## src/tile_pkg.sv

```systemverilog
`default_nettype none

package tile_pkg;

    // Tile geometry.
    localparam int TILE_DIM = 8;  // Words per line, lines per tile.
    localparam int WORD_W   = 32; // One matrix element.

    // One memory beat carries exactly one tile line.
    localparam int LINE_W   = TILE_DIM * WORD_W;

    // Byte offset of the first useful byte within a beat.
    localparam int OFFSET_W = $clog2(LINE_W / 8);

    // Line number inside a tile.
    localparam int INDEX_W  = $clog2(TILE_DIM);

    // How a line maps onto the tile.
    // Column mode means the words of one line are one column of the tile.
    localparam logic MODE_COLUMN = 1'b0;
    localparam logic MODE_ROW    = 1'b1;

endpackage

`default_nettype wire

```

## src/line_reader.sv

```systemverilog
`timescale 1ns/10ps
`default_nettype none

module line_reader (
    input  logic                         clk,
    input  logic                         rstn,
    input  logic                         bank_valid,
    output logic [tile_pkg::INDEX_W-1:0] rd_index,
    input  logic [tile_pkg::LINE_W-1:0]  rd_line,
    output logic                         bank_release,
    output logic [tile_pkg::LINE_W-1:0]  out_data,
    output logic                         out_last,
    output logic                         out_valid,
    input  logic                         out_ready
);

    logic [tile_pkg::INDEX_W-1:0] rd_cnt;
    logic                         load;
    logic                         at_last;

    assign rd_index = rd_cnt;
    assign at_last  = (rd_cnt == tile_pkg::TILE_DIM - 1);

    // Fetch a line when a tile is stored and the output slot frees up.
    assign load = bank_valid & (~out_valid | out_ready);

    // The last line is captured here, so the bank can go right away.
    assign bank_release = load & at_last;

    always_ff @(posedge clk) begin
        if (load) begin
            out_data <= rd_line;
        end
    end

    always_ff @(posedge clk) begin
        if (!rstn) begin
            out_valid <= 1'b0;
            out_last  <= 1'b0;
            rd_cnt    <= '0;
        end else if (load) begin
            out_valid <= 1'b1;
            out_last  <= at_last;
            rd_cnt    <= rd_cnt + 1'b1;  // Back to line 0 for the next tile.
        end else if (out_ready) begin
            out_valid <= 1'b0;
        end
    end

    // Consumer sees a steady line until it takes it.
    a_out_stable : assert property (
        @(posedge clk) disable iff (!rstn)
        out_valid && !out_ready |=> out_valid && $stable(out_data) && $stable(out_last)
    );

endmodule

`default_nettype wire

```

## config.mk

```make
export PLATFORM = sky130hd
export DESIGN_NAME = line_reader
export DESIGN_NICKNAME = d
export VERILOG_FILES = /design/src/tile_pkg.sv /design/src/line_reader.sv
export SDC_FILE = /design/constraint.sdc
export NUM_CORES = 1
export LEC_CHECK = 0
export BUFFER_PORTS_ARGS = -buffer_cell sky130_fd_sc_hd__buf_2
export CORE_AREA = 2 2 201 203
export CTS_CLUSTER_DIAMETER = 120
export DETAILED_ROUTE_END_ITERATION = 8
export DIE_AREA = 0 0 203 205
export PLACE_DENSITY = 0.56
export SLEW_MARGIN = 20
export SYNTH_ARGS = -nofsm -noshare
export SYNTH_HDL_FRONTEND = slang
export SYNTH_SLANG_ARGS = --single-unit
```

## constraint.sdc

```tcl
create_clock -name clk -period 18.2 [get_ports clk]
set_input_delay 1.82 -clock clk [delete_from_list [all_inputs] [get_ports clk]]
set_output_delay 1.82 -clock clk [all_outputs]
set_load 0.005 [all_outputs]
```

; Yosys cells after proc, flatten, opt, wreduce, memory -nomap -nowiden
; Cells that the tools add are included.
[totals]
ff_bits = 261
inputBits = 260
word_cells = 13
[op_classes]
n_addsub = 1
n_eq_ne = 1
n_mux = 2
n_bitwise = 4
reduce_logical = 1
[ops]
columns = operator, n
row1 = "3-bit by 1-bit adder with 3-bit output, second input constant", 1
row2 = "3-bit == test, second input constant", 1
row3 = 1-bit AND, 2
row4 = 1-bit 2-to-1 mux, 2
row5 = 2-bit nonzero test, 1
row6 = 1-bit inverter, 1
row7 = 1-bit OR, 1

; Logic depth before layout (Yosys ltp)
[depth]
depth_word = 4
depth_mapped = 4
mapped_depth_nobuf = 4

; Worst setup path before layout
; Ideal clock, no wire load.
[synth_path]
kind = in2reg
startpoint = input port out_ready
endpoint = register out_data[0] in the netlist's numbering (enable)
setup_ps = 877
arrival_ps = 12496
required_time_ps = 17323
setup_slack_ps = 4828
cell_stages = 2
n_path_buf = 0
cell_sequence = nor2b_1 -> nor2_1
[synth_via]
elab_chain_cells = 2
[synth_rtl]
columns = element, line
row1 = "start, declared", line_reader.sv:14  ; input logic out_ready
row2 = 1-bit OR, line_reader.sv:25  ; assign load = bank_valid & (~out_valid | out_ready);
row3 = 1-bit AND, line_reader.sv:25
row4 = named net load, line_reader.sv:18  ; logic load;
row5 = "end signal, assigned", line_reader.sv:32  ; out_data <= rd_line;
row6 = "end, declared", line_reader.sv:11  ; output logic [tile_pkg::LINE_W-1:0] out_data,
; The timed path passes the listed nets, and every way through them passes these cells.
; A chain may end at the register's enable or synchronous reset.

; Final worst setup path
[layout_path]
startpoint = input port out_ready
endpoint = output port bank_release
[layout_via]
elab_chain_cells = 3
[layout_rtl]
columns = element, line
row1 = 1-bit OR, line_reader.sv:25
row2 = 1-bit AND, line_reader.sv:25
row3 = 1-bit AND, line_reader.sv:28  ; assign bank_release = load & at_last;
row4 = "end, declared", line_reader.sv:10  ; output logic bank_release,
; No other way between the ends.

==> reports/qor.yml <==
drt:
  vias: 4910
  wl_per_cell_um: 16.3
  drt_first_pass_iters: 4
  routed_via_density: 3.55
  drt_wl_total_um: 22600
  route.detailed.drc: 0
  antenna_left: 0
  drt_iter0_markers: 273
grt:
  grt_first_pass_wirelength_um: 30700
  grt_pass1_vias: 4985
  antenna_found_initial: 6
  grt_max_degree: 81
  gr-total-overflow: 0
  grt_use_total: 0.0992
timing:
  maxSlewViolCount: 0
  finalSetupViolCount: 0
  whs_ps: 497
  period_needed_ps: 4210
  min_period_over_period: 0.231
  fin_skew_ps: 22.9
  fmax_mhz: 237
  rsz0062_at_grt: "no"
  final-hold-violation-count: 0
  slew_headroom: 0.348
  tightest_slew_ps: 978
  fin_tns_setup_ps: 0
clocking:
  cts_tree: "built"
  clk_latency_ps: 540
  ctsRootBufferMaster: "clkbuf_16"
  cts_hold_buf: 0
  cts_buffers: 28
  post-cts-setup-buffers: 0
  clock_path_buffers: 3
  clkSlewWorstSetupHoldPaths_ps: 60
  cts-resized-gates: 0
  cts.sinks: 261
  htree_levels: 1
cells_and_area:
  fillers: 3933
  fin_area_um2: 12100
  drive_gt1_frac: 0.659
  register_area_um2: 7790
  multi_input_area_um2: 115
  area_delta_synth_final_pct: 52.8
  final_net_count: 1099
synth:
  yosysWarningCount: 0
  yosysSeqAreaShare: 0.985
  ys_ff_latch: 261
  synth.largest_area_cell: "edfxtp_1"
  synthCells: 282
  syn_area_um2: 7910
  synth_top_area_frac: 0.972
  synth_nets: 544
  syn_avg_cell_area_um2: 28.0
  synthTopCellsByArea: "edfxtp_1 97%, dfxtp_1 1.3%, a21oi_1 0.32%"
  synth_cell_types: 12
placed_design:
  routabilityCongestion: 0.795
  dpl.hpwl_um: 17700
  placed_area_um2: 11200
  io_buffers: 521
die:
  die_h_um: 205
  rows: 73
  core-area_um2: 39400
  start_util: 0.201
  die_x_um: 203
  boundaryPins: 522
  die-area_um2: 41600
critical_path:
  critPathLaunchType: "input pin"
  worst-path-max-fanout: 4
  crit_top_cell: "buf_2"
  arrival_ps: 2390
  crit_chain: "buf_2 > nand2b_1 > nand3_1 > inv_1 > buf_2"
  path_class: "input pin to primary output"
  critical_path.endpoint_type: "primary output"
  crit_family: "simple AND/OR/NAND/NOR gates"
  critPathBufInv: 3
  slowest_delay_ps: 180
  crit_path_top_delay_cell: "nand2b_1"
  cp.required_ps: 16380
job:
  drv_cap: 0
power_and_ir_drop:
  power.static_leakage_nw: 5.09
  ir_drop_mv: 0.0701
  power_density_nw_per_um2: 111
run_status:
  status: "complete, no violations"
hold_path:
  hp-class: "flip-flop to flip-flop"
-- tightest hold or removal path: stages, from the launching register on --
cell and delay, ps:
dfxtp_1 320, o21ai_0 70, a21oi_1 60
-- flip-flops by register name (all words and copies together), names as in the netlist --
name / flops
out_data: 256
rd_index: 3
out_valid: 1
out_last: 1
-- synth_stat cells (all sizes together) --
cell / n
ha: 2
nor2: 1
nand2b: 1
o21ai: 4
a21oi: 5
inv: 3
or3: 1
dfxtp: 5
edfxtp: 256
nor2b: 1
nand3: 3
-- layout by cell type (no fill, tap or decap) --
cell type  netlist  routed
ha_1             2       2
inv_1            2       2
clkbuf_1         0       6
buf_2            0     521
a21oi_1          5       5
nor2b_1          1       1
bufinv_16        0       2
o21ai_0          4       4
buf_4            0       4
inv_2            1       1
nor2_4           0       1
clkinv_2         0       6
clkbuf_16        0      29
inv_6            0       1
dfxtp_1          5       5
or3_1            1       1
clkinv_1         0       6
nand3_1          3       3
edfxtp_1       256     256
nand2b_1         1       1
diode_2          0       1
-- where the power goes --
part	switching, W	total, W	internal [W]
clock network	0.000223	0.000540	0.000317
logic	0.0000440	0.0000853	0.0000412
registers	0.00000861	0.000711	0.000703
total	0.000275	0.00134	0.00106
-- cell families (layout without fill, tap and decap cells) --
family | count (synthesis) | after routing | synth area share
flip-flops | 261 | 261 | 0.985
AO/OA/AOI/OAI | 9 | 9 | 0.00570
AND/OR/NAND/NOR | 7 | 7 | 0.00475
buffers and inverters | 3 | 578 | 0.00142
adder cells (fa/ha/maj) | 2 | 2 | 0.00316
other | 0 | 1 | 0
-- path summary, 6_finish.rpt --
| kind | start | end | slack [ps] | cells past startpoint |
|---|---|---|---|---|
| max | out_ready | bank_release | 13990 | 5 |
| min | out_last$_SDFFE_PN0P_ | out_last$_SDFFE_PN0P_ | 500 | 2 |
| max reg2reg | out_valid$_SDFFE_PN0P_ | out_data[218]$_DFFE_PP_ | 15710 | 4 |
| min reg2reg | out_last$_SDFFE_PN0P_ | out_last$_SDFFE_PN0P_ | 500 | 2 |
-- routing by layer --
metal  wire, um  share of wire  global-route usage  vias up
li1           -              -                   -     2255
met1       8870           0.39               0.123     2337
met2      11000           0.49               0.163      280
met3       2120          0.094              0.0367       36
met4        545          0.024              0.0261        2
met5          7        0.00031                   0        -
-- area by class of cell --
type,count,area share
Timing Repair Buffer,525,0.218
Clock buffer,35,0.0619
Inverter,3,0.000932
Sequential cell,261,0.645
Clock inverter,15,0.0100
Multi-Input combinational cell,18,0.00953
Tap cell,525,0.0544
Antenna cell,1,0.000207
-- per-stage QoR --
stage	instances	setup slack, ps	util	total power, W
after floorplan	282	4830	-	0.000753
after global placement	1332	13990	0.285	0.000811
after detailed placement	1332	13990	0.285	0.000812
after CTS	1382	13990	0.307	0.00136
after global routing	1383	13940	0.307	0.00139
final	1383	13990	0.307	0.00134
(Power assumes the default switching activity.)
